===== config.mk =====
export PLATFORM = sky130hd
export DESIGN_NAME = lenet_core
export DESIGN_NICKNAME = d
export VERILOG_FILES = /design/src/lenet_pkg.sv /design/src/conv_engine.sv /design/src/fmap_buffer.sv /design/src/image_mem.sv /design/src/layer_ctrl.sv /design/src/lenet_core.sv /design/src/mac_unit.sv /design/src/pool_engine.sv
export VERILOG_INCLUDE_DIRS = /design/src /design/src/src
export SDC_FILE = /design/constraint.sdc
export NUM_CORES = 2
export LEC_CHECK = 0
export ABC_AREA = 0
export BUFFER_PORTS_ARGS = -buffer_cell sky130_fd_sc_hd__buf_2
export CAP_MARGIN = 0
export CORE_AREA = 2 2 583 295
export CTS_BUF_LIST = sky130_fd_sc_hd__clkbuf_16
export DETAILED_ROUTE_END_ITERATION = 7
export DIE_AREA = 0 0 585 297
export GPL_ROUTABILITY_DRIVEN = 0
export PLACE_DENSITY_LB_ADDON = 0.3
export SYNTH_ARGS = -nofsm -noshare
export SYNTH_HDL_FRONTEND = slang
export SYNTH_SLANG_ARGS = --single-unit

===== constraint.sdc =====
create_clock -name clk -period 7.23 [get_ports clk]
set_input_delay 1.0845 -clock clk [delete_from_list [all_inputs] [get_ports clk]]
set_output_delay 1.0845 -clock clk [all_outputs]
set_load 0.02 [all_outputs]

===== src/lenet_consts.svh =====
`ifndef LENET_CONSTS_SVH
`define LENET_CONSTS_SVH

// geometry of the two kept layers
`define IMG_DIM     8
`define KER_DIM     3
`define KER_TAPS    9
`define FM_DIM      6
`define POOL_DIM    3

// number format, Q8.8
`define DATA_W      16
`define FRAC_W      8
`define ACC_W       36      // nine 32-bit products plus headroom

// address and index sizes
`define IMG_AW      6
`define FM_AW       6
`define KER_IW      4       // taps 0..8, bias at 9
`define POOL_IW     4

`endif


===== src/lenet_pkg.sv =====
`include "lenet_consts.svh"

package lenet_pkg;

    // layer sequencer states
    typedef enum logic [1:0] {
        IDLE = 2'd0,
        CONV = 2'd1,
        POOL = 2'd2
    } layer_state_e;

    typedef struct packed {
        logic                  valid;
        logic [`IMG_AW-1:0]    addr;
        logic [`DATA_W-1:0]    data;
    } pix_wr_t;

    typedef struct packed {
        logic                  valid;
        logic [`KER_IW-1:0]    idx;     // 0..8 taps row-major, 9 bias
        logic [`DATA_W-1:0]    data;
    } ker_wr_t;

    typedef struct packed {
        logic                  valid;
        logic [`FM_AW-1:0]     addr;
        logic [`DATA_W-1:0]    data;
    } fm_wr_t;

    // one product term on its way into the MAC
    typedef struct packed {
        logic                  valid;
        logic                  first;   // reload accumulator
        logic                  last;    // close the sum
        logic [`DATA_W-1:0]    pix;
        logic [`DATA_W-1:0]    wt;
    } mac_tap_t;

    typedef struct packed {
        logic                  valid;
        logic [`POOL_IW-1:0]   idx;     // raster index of the window
        logic [`DATA_W-1:0]    value;
    } pool_out_t;

endpackage


===== src/conv_engine.sv =====
`timescale 1ns/1ps
`include "lenet_consts.svh"

module conv_engine (
    input  logic                 clk,
    input  logic                 rst,
    input  logic                 conv_start,
    input  lenet_pkg::ker_wr_t   ker_wr,
    output logic [`IMG_AW-1:0]   img_addr,
    input  logic [`DATA_W-1:0]   img_data,
    output lenet_pkg::fm_wr_t    fm_wr,
    output logic                 conv_done
);
    import lenet_pkg::*;

    localparam logic [2:0] POS_LAST = 3'(`FM_DIM - 1);
    localparam logic [1:0] KER_LAST = 2'(`KER_DIM - 1);

    logic [`DATA_W-1:0] weight [`KER_TAPS];
    logic [`DATA_W-1:0] bias_q;

    logic               running;
    logic [2:0]         orow, ocol;     // output position
    logic [1:0]         kr, kc;         // tap inside the window
    logic [`KER_IW-1:0] tap_idx;

    // issue stage, lines up with the returning pixel
    logic               iss_valid;
    logic               iss_first, iss_last;
    logic [`DATA_W-1:0] iss_wt;
    logic [`FM_AW-1:0]  iss_addr;

    mac_tap_t           tap;

    ////////////////////////////////////////////////////////////
    // kernel and bias registers
    ////////////////////////////////////////////////////////////
    always_ff @(posedge clk)
    begin
        if (ker_wr.valid)
        begin
            if (ker_wr.idx == `KER_IW'(`KER_TAPS))
                bias_q <= ker_wr.data;
            else
                weight[ker_wr.idx] <= ker_wr.data;
        end
    end

    ////////////////////////////////////////////////////////////
    // window walker, one tap per cycle
    ////////////////////////////////////////////////////////////
    always_ff @(posedge clk)
    begin
        if (rst)
        begin
            running <= 1'b0;
            orow    <= '0;
            ocol    <= '0;
            kr      <= '0;
            kc      <= '0;
        end
        else if (conv_start)
        begin
            running <= 1'b1;
            orow    <= '0;
            ocol    <= '0;
            kr      <= '0;
            kc      <= '0;
        end
        else if (running)
        begin
            if (kc != KER_LAST)
                kc <= kc + 2'd1;
            else
            begin
                kc <= '0;
                if (kr != KER_LAST)
                    kr <= kr + 2'd1;
                else
                begin
                    kr <= '0;
                    if (ocol != POS_LAST)
                        ocol <= ocol + 3'd1;
                    else
                    begin
                        ocol <= '0;
                        if (orow != POS_LAST)
                            orow <= orow + 3'd1;
                        else
                        begin
                            orow    <= '0;
                            running <= 1'b0;   // last tap of last window
                        end
                    end
                end
            end
        end
    end

    assign tap_idx  = `KER_IW'(kr * `KER_DIM + kc);
    assign img_addr = `IMG_AW'((orow + kr) * `IMG_DIM + (ocol + kc));

    always_ff @(posedge clk)
    begin
        if (rst)
            iss_valid <= 1'b0;
        else
            iss_valid <= running;
    end

    always_ff @(posedge clk)
    begin
        iss_first <= (kr == 2'd0) && (kc == 2'd0);
        iss_last  <= (kr == KER_LAST) && (kc == KER_LAST);
        iss_wt    <= weight[tap_idx];
        iss_addr  <= `FM_AW'(orow * `FM_DIM + ocol);
    end

    assign tap = '{valid: iss_valid, first: iss_first, last: iss_last,
                   pix: img_data, wt: iss_wt};

    mac_unit u_mac_unit (
        .clk      (clk),
        .rst      (rst),
        .tap      (tap),
        .bias     (bias_q),
        .out_addr (iss_addr),
        .fm_wr    (fm_wr)
    );

    // the write to the last entry ends the layer
    always_ff @(posedge clk)
    begin
        if (rst)
            conv_done <= 1'b0;
        else
            conv_done <= fm_wr.valid && (fm_wr.addr == `FM_AW'(`FM_DIM*`FM_DIM - 1));
    end

endmodule


===== src/fmap_buffer.sv =====
`timescale 1ns/1ps
`include "lenet_consts.svh"

module fmap_buffer (
    input  logic                 clk,
    input  lenet_pkg::fm_wr_t    fm_wr,
    input  logic [`FM_AW-1:0]    rd_addr,
    output logic [`DATA_W-1:0]   rd_data
);

    // 6x6 conv result, raster order
    logic [`DATA_W-1:0] mem [`FM_DIM*`FM_DIM];

    always_ff @(posedge clk)
    begin
        if (fm_wr.valid)
        begin
            mem[fm_wr.addr] <= fm_wr.data;
        end
        rd_data <= mem[rd_addr];   // registered read
    end

endmodule


===== src/image_mem.sv =====
`timescale 1ns/1ps
`include "lenet_consts.svh"

module image_mem (
    input  logic                 clk,
    input  lenet_pkg::pix_wr_t   pix_wr,
    input  logic [`IMG_AW-1:0]   rd_addr,
    output logic [`DATA_W-1:0]   rd_data
);

    // one word per pixel, row-major
    logic [`DATA_W-1:0] mem [`IMG_DIM*`IMG_DIM];

    always_ff @(posedge clk)
    begin
        if (pix_wr.valid)
        begin
            mem[pix_wr.addr] <= pix_wr.data;
        end
        rd_data <= mem[rd_addr];   // data one cycle after address
    end

endmodule


===== src/layer_ctrl.sv =====
`timescale 1ns/1ps

module layer_ctrl (
    input  logic clk,
    input  logic rst,
    input  logic start,
    input  logic conv_done,
    input  logic pool_done,
    output logic conv_start,
    output logic pool_start,
    output logic busy,
    output logic done
);
    import lenet_pkg::*;

    layer_state_e state;

    ////////////////////////////////////////////////////////////
    // layer sequence: idle -> conv -> pool -> idle
    ////////////////////////////////////////////////////////////
    always_ff @(posedge clk)
    begin
        if (rst)
        begin
            state      <= IDLE;
            conv_start <= 1'b0;
            pool_start <= 1'b0;
            done       <= 1'b0;
        end
        else
        begin
            conv_start <= 1'b0;    // all strobes are single cycle
            pool_start <= 1'b0;
            done       <= 1'b0;
            case (state)
                IDLE:
                begin
                    if (start)
                    begin
                        state      <= CONV;
                        conv_start <= 1'b1;
                    end
                end
                CONV:
                begin
                    if (conv_done)
                    begin
                        state      <= POOL;
                        pool_start <= 1'b1;
                    end
                end
                POOL:
                begin
                    if (pool_done)
                    begin
                        state <= IDLE;
                        done  <= 1'b1;     // busy drops on the same edge
                    end
                end
                default:
                    state <= IDLE;
            endcase
        end
    end

    assign busy = (state != IDLE);

endmodule


===== src/lenet_core.sv =====
`timescale 1ns/1ps
`include "lenet_consts.svh"

module lenet_core (
    input  logic                 clk,
    input  logic                 rst,
    input  logic                 start,
    input  lenet_pkg::pix_wr_t   pix_wr,
    input  lenet_pkg::ker_wr_t   ker_wr,
    output lenet_pkg::pool_out_t pool_out,
    output logic                 busy,
    output logic                 done
);
    import lenet_pkg::*;

    logic               conv_start, conv_done;
    logic               pool_start, pool_done;
    logic [`IMG_AW-1:0] img_addr;
    logic [`DATA_W-1:0] img_data;
    logic [`FM_AW-1:0]  fm_addr;
    logic [`DATA_W-1:0] fm_data;
    fm_wr_t             fm_wr;

    ////////////////////////////////////////////////////////////
    // sequencer
    ////////////////////////////////////////////////////////////
    layer_ctrl u_layer_ctrl (
        .clk        (clk),
        .rst        (rst),
        .start      (start),
        .conv_done  (conv_done),
        .pool_done  (pool_done),
        .conv_start (conv_start),
        .pool_start (pool_start),
        .busy       (busy),
        .done       (done)
    );

    ////////////////////////////////////////////////////////////
    // conv layer: image -> feature map
    ////////////////////////////////////////////////////////////
    image_mem u_image_mem (
        .clk     (clk),
        .pix_wr  (pix_wr),
        .rd_addr (img_addr),
        .rd_data (img_data)
    );

    conv_engine u_conv_engine (
        .clk        (clk),
        .rst        (rst),
        .conv_start (conv_start),
        .ker_wr     (ker_wr),
        .img_addr   (img_addr),
        .img_data   (img_data),
        .fm_wr      (fm_wr),
        .conv_done  (conv_done)
    );

    fmap_buffer u_fmap_buffer (
        .clk     (clk),
        .fm_wr   (fm_wr),
        .rd_addr (fm_addr),
        .rd_data (fm_data)
    );

    // pool layer drains the buffer
    pool_engine u_pool_engine (
        .clk        (clk),
        .rst        (rst),
        .pool_start (pool_start),
        .fm_addr    (fm_addr),
        .fm_data    (fm_data),
        .pool_out   (pool_out),
        .pool_done  (pool_done)
    );

endmodule


===== src/mac_unit.sv =====
`timescale 1ns/1ps
`include "lenet_consts.svh"

module mac_unit (
    input  logic                 clk,
    input  logic                 rst,
    input  lenet_pkg::mac_tap_t  tap,
    input  logic [`DATA_W-1:0]   bias,
    input  logic [`FM_AW-1:0]    out_addr,
    output lenet_pkg::fm_wr_t    fm_wr
);

    localparam logic signed [`ACC_W-1:0] SAT_MAX = (`ACC_W'(1) <<< (`DATA_W-1)) - 1;
    localparam logic signed [`ACC_W-1:0] SAT_MIN = -(`ACC_W'(1) <<< (`DATA_W-1));

    logic                          prod_valid, prod_first, prod_last;
    logic signed [2*`DATA_W-1:0]   prod;
    logic [`FM_AW-1:0]             addr_hold;

    logic signed [`ACC_W-1:0]      acc, acc_sum, biased, scaled;
    logic [`DATA_W-1:0]            sat_val;

    logic                          wr_valid;
    logic [`FM_AW-1:0]             wr_addr;
    logic [`DATA_W-1:0]            wr_data;

    // stage 1: product
    always_ff @(posedge clk)
    begin
        if (rst)
            prod_valid <= 1'b0;
        else
            prod_valid <= tap.valid;
    end

    always_ff @(posedge clk)
    begin
        prod       <= $signed(tap.pix) * $signed(tap.wt);
        prod_first <= tap.first;
        prod_last  <= tap.last;
        if (tap.valid && tap.last)
            addr_hold <= out_addr;      // destination of this sum
    end

    // bias is Q8.8, lift it to the Q16.16 product scale
    always_comb
    begin
        acc_sum = (prod_first ? '0 : acc) + `ACC_W'(prod);
        biased  = acc_sum + (`ACC_W'($signed(bias)) <<< `FRAC_W);
        scaled  = biased >>> `FRAC_W;
        if (scaled > SAT_MAX)
            sat_val = SAT_MAX[`DATA_W-1:0];
        else if (scaled < SAT_MIN)
            sat_val = SAT_MIN[`DATA_W-1:0];
        else
            sat_val = scaled[`DATA_W-1:0];
    end

    // stage 2: accumulate, close on last
    always_ff @(posedge clk)
    begin
        if (rst)
            wr_valid <= 1'b0;
        else
            wr_valid <= prod_valid && prod_last;
    end

    always_ff @(posedge clk)
    begin
        if (prod_valid)
            acc <= acc_sum;
        wr_addr <= addr_hold;
        wr_data <= sat_val;
    end

    assign fm_wr = '{valid: wr_valid, addr: wr_addr, data: wr_data};

endmodule


===== src/pool_engine.sv =====
`timescale 1ns/1ps
`include "lenet_consts.svh"

module pool_engine (
    input  logic                 clk,
    input  logic                 rst,
    input  logic                 pool_start,
    output logic [`FM_AW-1:0]    fm_addr,
    input  logic [`DATA_W-1:0]   fm_data,
    output lenet_pkg::pool_out_t pool_out,
    output logic                 pool_done
);

    localparam logic [1:0] WIN_LAST = 2'(`POOL_DIM - 1);

    logic                   running;
    logic [1:0]             prow, pcol;    // window position
    logic [1:0]             sub;           // {row, col} inside the 2x2

    logic                   rd_valid, rd_first, rd_last;
    logic [`POOL_IW-1:0]    rd_idx;

    logic [`DATA_W-1:0]     run_max, cand;
    logic                   out_valid;
    logic [`POOL_IW-1:0]    out_idx;
    logic [`DATA_W-1:0]     out_value;

    ////////////////////////////////////////////////////////////
    // read walker, four reads per window
    ////////////////////////////////////////////////////////////
    always_ff @(posedge clk)
    begin
        if (rst)
        begin
            running <= 1'b0;
            prow    <= '0;
            pcol    <= '0;
            sub     <= '0;
        end
        else if (pool_start)
        begin
            running <= 1'b1;
            prow    <= '0;
            pcol    <= '0;
            sub     <= '0;
        end
        else if (running)
        begin
            sub <= sub + 2'd1;
            if (sub == 2'd3)
            begin
                if (pcol != WIN_LAST)
                    pcol <= pcol + 2'd1;
                else
                begin
                    pcol <= '0;
                    if (prow != WIN_LAST)
                        prow <= prow + 2'd1;
                    else
                    begin
                        prow    <= '0;
                        running <= 1'b0;
                    end
                end
            end
        end
    end

    assign fm_addr = `FM_AW'((2*prow + sub[1]) * `FM_DIM + 2*pcol + sub[0]);

    always_ff @(posedge clk)
    begin
        if (rst)
            rd_valid <= 1'b0;
        else
            rd_valid <= running;
    end

    always_ff @(posedge clk)
    begin
        rd_first <= (sub == 2'd0);
        rd_last  <= (sub == 2'd3);
        rd_idx   <= `POOL_IW'(prow * `POOL_DIM + pcol);
    end

    ////////////////////////////////////////////////////////////
    // running signed max
    ////////////////////////////////////////////////////////////
    assign cand = (rd_first || ($signed(fm_data) > $signed(run_max))) ? fm_data : run_max;

    always_ff @(posedge clk)
    begin
        if (rd_valid)
            run_max <= cand;
        out_idx   <= rd_idx;
        out_value <= cand;
    end

    always_ff @(posedge clk)
    begin
        if (rst)
        begin
            out_valid <= 1'b0;
            pool_done <= 1'b0;
        end
        else
        begin
            out_valid <= rd_valid && rd_last;
            pool_done <= rd_valid && rd_last
                         && (rd_idx == `POOL_IW'(`POOL_DIM*`POOL_DIM - 1));
        end
    end

    assign pool_out = '{valid: out_valid, idx: out_idx, value: out_value};

endmodule

# Word level (Yosys, flattened, before mapping)
# Memories as Yosys holds them, arrays and structs flattened. A register that Yosys moved wholly into a read port is not among the register bits.
# Cells that the tools add are included.
# Widths: inputs -> output; s select.
dict set report totals {
  register_bits 194
  ramBits 1744
  elab_cells 149
  n_memories 3
}
dict set report classes {
  add_sub_neg 18
  mul 5
  magnitude_cmp 3
  eq_ne 17
  mux 34
  bitwise_logic 7
  n_reduce_logical 25
}
# name words width rd rd_clocked_by_memory_dff wr line
set memory_table {}
lappend memory_table {u_image_mem.mem 64 16 1 1 1 image_mem.sv:12} ;# logic [`DATA_W-1:0] mem [`IMG_DIM*`IMG_DIM];
lappend memory_table {u_fmap_buffer.mem 36 16 1 1 1 fmap_buffer.sv:12} ;# logic [`DATA_W-1:0] mem [`FM_DIM*`FM_DIM];
lappend memory_table {u_conv_engine.weight 9 16 1 1 1 conv_engine.sv:19} ;# logic [`DATA_W-1:0] weight [`KER_TAPS];
# operator n
set op_table {}
lappend op_table {{$add 36x24->36} 1}
lappend op_table {{$add 36x36->36} 1}
lappend op_table {{$mux 36} 1}
lappend op_table {{$mul 16x16->32} 1}
lappend op_table {{$mul 32x2->5 const B} 1}
lappend op_table {{$mux 16} 2}
lappend op_table {{$gt 28x16->1 const B} 1}
lappend op_table {{$lt 28x16->1 const B} 1}
lappend op_table {{$mux 1} 21}
lappend op_table {{$gt 16x16->1} 1}
lappend op_table {{$mux 2} 7}
lappend op_table {{$add 6x3->6} 2}
lappend op_table {{$add 2x1->2 const B} 5}
lappend op_table {{$ne 2x2->1 const B} 5}
lappend op_table {{$reduce_or 2->1} 5}
lappend op_table {{$reduce_and 3->1} 3}
lappend op_table {{$add 4x2->4} 2}
lappend op_table {{$eq 2x2->1 const B} 4}
lappend op_table {{$eq 4x4->1 const B} 2}
lappend op_table {{$logic_not 2->1} 4}
lappend op_table {{$mul 2x2->4 const B} 2}
lappend op_table {{$logic_and 1x1->1} 7}
lappend op_table {{$not 1->1} 7}
lappend op_table {{$add 3x1->3 const B} 2}
lappend op_table {{other kinds (16)} 21}

# Depth between registers and ports, before layout
dict set report depth {
  word_depth 7
  ltp_mapped 28
}

# By module
# Synthesis repeated with hierarchy kept, for this count alone.
dict set report unflattened {
  cells_unflattened 5659
  hier_area_um2 90314.1
}
# module n_inst cells_per_inst area_each_um2 seq_area_each_um2
set by_module_without_submodules {}
lappend by_module_without_submodules {image_mem 1 1829 40042.2 31069.8}
lappend by_module_without_submodules {fmap_buffer 1 1202 22913.2 17616.9}
lappend by_module_without_submodules {mac_unit 1 1766 16158.0 2422.3}
lappend by_module_without_submodules {conv_engine 1 477 7731.2 5545.3}
lappend by_module_without_submodules {pool_engine 1 370 3291.9 1201.2}
lappend by_module_without_submodules {layer_ctrl 1 15 177.7 100.1}

# Worst setup path after synthesis
# No wires, ideal clock.
dict set report synth_path {
  path_kind {register to register}
  start {register u_image_mem.rd_data[15], read port of u_image_mem.mem}
  end {register u_conv_engine.u_mac_unit.prod[30]}
  arrival_ns 5.814
  path_slack_ns 1.289
  stages_incl_launch_ff 23
  period_less_slack_ns 5.941
  path_cell_list {dfxtp_1 > clkbuf_1 > nand2_1 > inv_1 > fa_1 > fa_1 > inv_1 > fa_1 > fa_1 > fa_1 > inv_1 > fa_1 > ha_1 > a21o_1 > a21oi_1 > and2_1 > nand2b_1 > or3_1 > o21ai_0 > a211o_1 > a31oi_1 > o21ai_0 > xor2_1}
}
dict set report synth_via {
  elab_chain_cells 1
}
# item line
set synth_lines {}
lappend synth_lines {{start, declared} image_mem.sv:8} ;# output logic [`DATA_W-1:0] rd_data
lappend synth_lines {{$mul 16x16->32} mac_unit.sv:38} ;# prod <= $signed(tap.pix) * $signed(tap.wt);
lappend synth_lines {{end signal, assigned} mac_unit.sv:38}
lappend synth_lines {{end, declared} mac_unit.sv:17} ;# logic signed [2*`DATA_W-1:0] prod;
# No other way between the ends.
# A chain may end at the register's enable or synchronous reset.

# Worst setup path after layout
dict set report layout_path {
  start {register u_conv_engine.u_mac_unit.prod_first}
  end {register u_conv_engine.u_mac_unit.wr_data[3]}
}
dict set report layout_via {
  elab_chain_cells 5
  elab_cells_between_ends 6
  cone_classes {add/sub: 2; order compare: 2; mux: 2}
}
# item line
set layout_lines {}
lappend layout_lines {{start, declared} mac_unit.sv:16} ;# logic prod_valid, prod_first, prod_last;
lappend layout_lines {{start signal, assigned} mac_unit.sv:39} ;# prod_first <= tap.first;
lappend layout_lines {{$mux 36 (*)} mac_unit.sv:48} ;# acc_sum = (prod_first ? '0 : acc) + `ACC_W'(prod);
lappend layout_lines {{$add 36x36->36 (*)} mac_unit.sv:48}
lappend layout_lines {{via u_conv_engine.u_mac_unit.acc_sum[30]} mac_unit.sv:20} ;# logic signed [`ACC_W-1:0] acc, acc_sum, biased, scaled;
lappend layout_lines {{$add 36x24->36 (*)} mac_unit.sv:49} ;# biased = acc_sum + (`ACC_W'($signed(bias)) <<< `FRAC_W);
lappend layout_lines {{$lt 28x16->1} mac_unit.sv:53} ;# else if (scaled < SAT_MIN)
lappend layout_lines {{$mux 16} mac_unit.sv:53}
lappend layout_lines {{end signal, assigned} mac_unit.sv:73} ;# wr_data <= sat_val;
lappend layout_lines {{end, declared} mac_unit.sv:25} ;# logic [`DATA_W-1:0] wr_data;
# The timed path passes the listed nets; every way through them passes the cells marked *.

==> summary.md <==
| Metric | Value |
|---|---|
| Crit path largest cell delay | `0.62 ns` |
| Vias in the first global route | `44500` |
| DRC | `0` |
| Post-synthesis cell count | `4734` |
| Maximum VDD drop | `882 uV` |
| Slew Limit Fails | `0` |
| Pleak | `32.9 nW` |
| Crit path DAT | `7.34 ns` |
| Final setup viols | `0` |
| TNS Setup | `0 ns` |
| Antenna-violating nets left | `0` |
| XOR/XNOR Fraction of Synth Area | `0.0108` |
| # hold bufs at CTS | `0` |
| P_int | `23.1 mW` |
| Type of the worst setup path | `reg2reg` |
| Starting density of the core | `0.516` |
| Ys flop type | `edfxtp_1` |
| Initial antenna violation count | `11` |
| CTS tree | `built` |
| RSZ-0062 raised after global routing | `no` |
| IO Pins | `70` |
| Count of unique library cells instantiated by Yosys | `90` |
| Crit path cell chain | `nor2b_1 > ha_1 > fa_1 > a21oi_1 > o211a_1 > or2_1 > o2bb2ai_1 > or4_1 > nand2_1 > o21ai_1 > o41ai_1 > o21ba_2 > xnor2_1 > ha_1 > a21o_1 > a21o_1 > a221o_1 > a21oi_1 > xnor2_1 > nand3_1 > or4b_1 > and2_4 > o21ai_0` |
| Fin cells | `7379` |
| Crit share post-route | `0.919` |
| Max clock buf depth | `4` |
| First-pass GRT wire length | `302000 um` |
| Clk_lat worst skew | `0.81 ns` |
| CP Launch Type | `register` |
| Ys Warns | `0` |
| Main combinational cell family by area after synthesis | `multiplexers` |
| Final core utilization | `0.573` |
| Die Wd | `585 um` |
| Hold slack | `0.313 ns` |
| Top-area cell type share of the netlist area | `0.626` |
| Tot Pwr | `33.7 mW` |
| Outcome | `finished, final reports clean` |
| H-tree levels | `4` |
| Reg clk slew, reported paths | `0.07 ns` |
| Simple-gate portion of the synthesized area | `0.0407` |
| EDFF count, synth | `1818` |
| Mapped Area | `0.0872 sq mm` |
| Area of the die | `0.174 sq mm` |
| Min Tclk post-route | `6.64 ns` |
| Setup WS pre-CTS | `0.779 ns` |
| Post-cts resize count | `0` |
| Row cnt | `107` |
| Register area share after synthesis | `0.665` |
| Hold WC Path Type | `reg2reg` |
| Finished Cell Area | `0.0969 sq mm` |
| Largest net degree at the start of global routing | `109` |
| Synth-to-layout area growth | `11.1%` |
| Critical path's slowest cell | `dfxtp_1` |
| Critical Path RT | `7.93 ns` |
| Slew HR | `0.106` |
| Synth Area in Compound Gates | `0.0223` |
| Fillers | `12600` |
| Via count | `44500` |
| Final Skew | `0.0719 ns` |
| Pwr/cell area | `348 mW/mm^2` |
| Cell Area, Placed | `0.0912 sq mm` |
| Async S/R FF share, synth | `0` |
| Register share of total power | `0.409` |
| Final WL | `203000 um` |
| Number of buffers created by CTS | `177` |
| Clk root buf | `clkbuf_16` |
| Total Routing Usage GR | `0.237` |
| Logic pwr share | `0.313` |
| Synth Area per Inst | `18.4 sq um` |
| Postcts setup bufs | `0` |
| Via density per instance | `6.03` |
| Area leader, netlist | `edfxtp_1` |
| Die Ht | `297 um` |
| Max Freq | `151 MHz` |
| DP Cell Count | `7058` |
| Share of cells above drive strength 1 | `0.232` |
| Hold Fails Final Rpt | `0` |
| Placeable Area | `0.169 sq mm` |
| Post-Synth Adder-Cell Area | `0.0902` |
| PortBufs | `69` |
| Worst slew pin tran | `1.34 ns` |
| Critical Path Sink Type | `register` |
| PnR worst setup slack | `0.587 ns` |
| WL/cell | `27.5 um` |
| Clock share of power | `0.278` |
| Number of synthesized register bits | `1986` |
| Switching Share | `0.316` |
| TritonCTS Sinks | `1986` |
| Mux share of post-synthesis cell area | `0.147` |
| Post-synth net total | `5245` |
| Reported max-cap violation count | `0` |
| Final HPWL DP | `130000 um` |
| DR iter-0 viols | `6236` |
| GRT overflow | `0` |
| Critical Path Fanout Max | `15` |
| Layout net count | `5459` |
| Synth top area cells | `edfxtp_1, mux4_2, fa_1, dfxtp_1, ha_1` |
| TritonRoute pass-1 iters | `6` |
| Switch Pwr | `10.6 mW` |
==> state kept, by name, indices dropped and copies added (netlist names), 32 cells and up <==
name and count:
u_conv_engine.weight 144, u_fmap_buffer.mem 576, u_image_mem.mem 1024, u_conv_engine.u_mac_unit.prod 32, u_conv_engine.u_mac_unit.acc 36
==> placed cells by master, fill, tap and decap left out, types with 7 or more instances in the layout <==
master / Yosys / final
nand3b_1: 11 / 11
a21oi_1: 89 / 89
mux2i_1: 38 / 38
nand2_1: 218 / 218
inv_1: 360 / 389
nor2b_1: 58 / 58
xor2_1: 38 / 36
o21ai_0: 50 / 50
or3_1: 7 / 7
bufinv_16: 0 / 18
a31oi_1: 7 / 7
o21bai_1: 8 / 8
nand4_1: 17 / 17
edfxtp_1: 1818 / 1818
nand3_1: 27 / 27
clkinv_1: 0 / 31
buf_2: 2 / 69
mux4_2: 544 / 544
a211oi_1: 8 / 8
nand2b_1: 23 / 23
ha_1: 190 / 186
nor3_1: 26 / 21
a21o_1: 39 / 39
dfxtp_1: 168 / 162
clkinv_2: 0 / 39
mux2_2: 17 / 17
nor2_1: 216 / 142
buf_4: 2 / 148
fa_1: 274 / 272
nor2_2: 0 / 74
o21ai_2: 14 / 14
clkbuf_16: 0 / 180
and2_1: 101 / 101
xnor2_1: 68 / 65
o21a_1: 17 / 17
==> power by group through the flow <==
stage	combinational, mW	sequential, mW	clock (mW)
after CTS	10.5	13.8	9.52
final	10.6	13.8	9.37
after global routing	12.1	13.8	9.97
after floorplan	8.05	13.9	0
after global placement	10.3	14.0	0
after detailed placement	10.4	14.0	0
==> final timing paths <==
| path | startpoint | to | slack, ns | cells after the start |
|---|---|---|---|---|
| setup reg to reg | u_conv_engine.u_mac_unit.prod_first | u_conv_engine.u_mac_unit.wr_data[3] | 0.59 | 23 |
| setup / recovery | u_conv_engine.u_mac_unit.prod_first | u_conv_engine.u_mac_unit.wr_data[3] | 0.59 | 23 |
| hold / removal | u_pool_engine.rd_idx[1] | u_pool_engine.out_idx[1] | 0.31 | 0 |
| hold reg to reg | u_pool_engine.rd_idx[1] | u_pool_engine.out_idx[1] | 0.31 | 0 |
==> routing by layer <==
layer	global-route usage	share of wire
met1	0.406	0.47
met2	0.309	0.40
met3	0.0588	0.12
met4	0.0333	0.011
met5	0	0.00014
==> synthesized netlist by cell type, types with 3 or more instances <==
cell and instances:
nand2b_1 23, nor3_1 26, ha_1 190, a211oi_1 8, or3b_2 3, a21o_1 39
buf_1 46, fa_1 274, or2_2 5, dfxtp_1 168, inv_1 360, o21ai_1 3
o21ai_2 14, mux2i_1 38, and2_1 101, and3_1 6, nand4_1 17, nor2b_1 58
xor2_1 38, or3_1 7, o211ai_1 5, a31oi_1 7, mux4_2 544, mux2_2 17
nand3_1 27, o21ai_0 50, o22ai_1 3, o2111ai_1 3, nor2_1 216, o21bai_1 8
xnor2_1 68, o41ai_1 6, nand2_1 218, a21oi_1 89, clkbuf_1 131, or4_1 3
edfxtp_1 1818, nand3b_1 11, o21a_1 17
==> critical path: cells and delay by family, from the launching register on <==
| kind | cells | cell delay [ns] |
|---|---|---|
| AOI/OAI and AO/OA | 11 | 2.79 |
| DFF | 1 | 0.62 |
| adders and majority gates | 3 | 1.04 |
| and+or+nand+nor | 7 | 1.74 |
| xor gates and xnor gates | 2 | 0.35 |
==> kinds of logic (layout without fill, tap and decap cells) <==
logic type | Yosys count | in the layout
AOI/OAI and AO/OA | 290 | 290
and+or+nand+nor | 740 | 740
muxes | 599 | 599
DFF | 1986 | 1986
xor gates and xnor gates | 107 | 107
other | 0 | 4
adders and majority gates | 464 | 464
buffers and inverters | 548 | 900
==> area by class of cell <==
| class | count | area, sq um | area share |
|---|---|---|---|
| Inverter | 360 | 1350 | 0.0140 |
| Antenna cell | 4 | 10.0 | 0.000103 |
| Clock buffer | 180 | 4500 | 0.0465 |
| Clock inverter | 137 | 1150 | 0.0119 |
| Tap cell | 2289 | 2860 | 0.0296 |
| Multi-Input combinational cell | 2200 | 27400 | 0.283 |
| Timing Repair Buffer | 223 | 1580 | 0.0163 |
| Sequential cell | 1986 | 58000 | 0.598 |
Note: power is estimated with default switching activity, not from simulation.
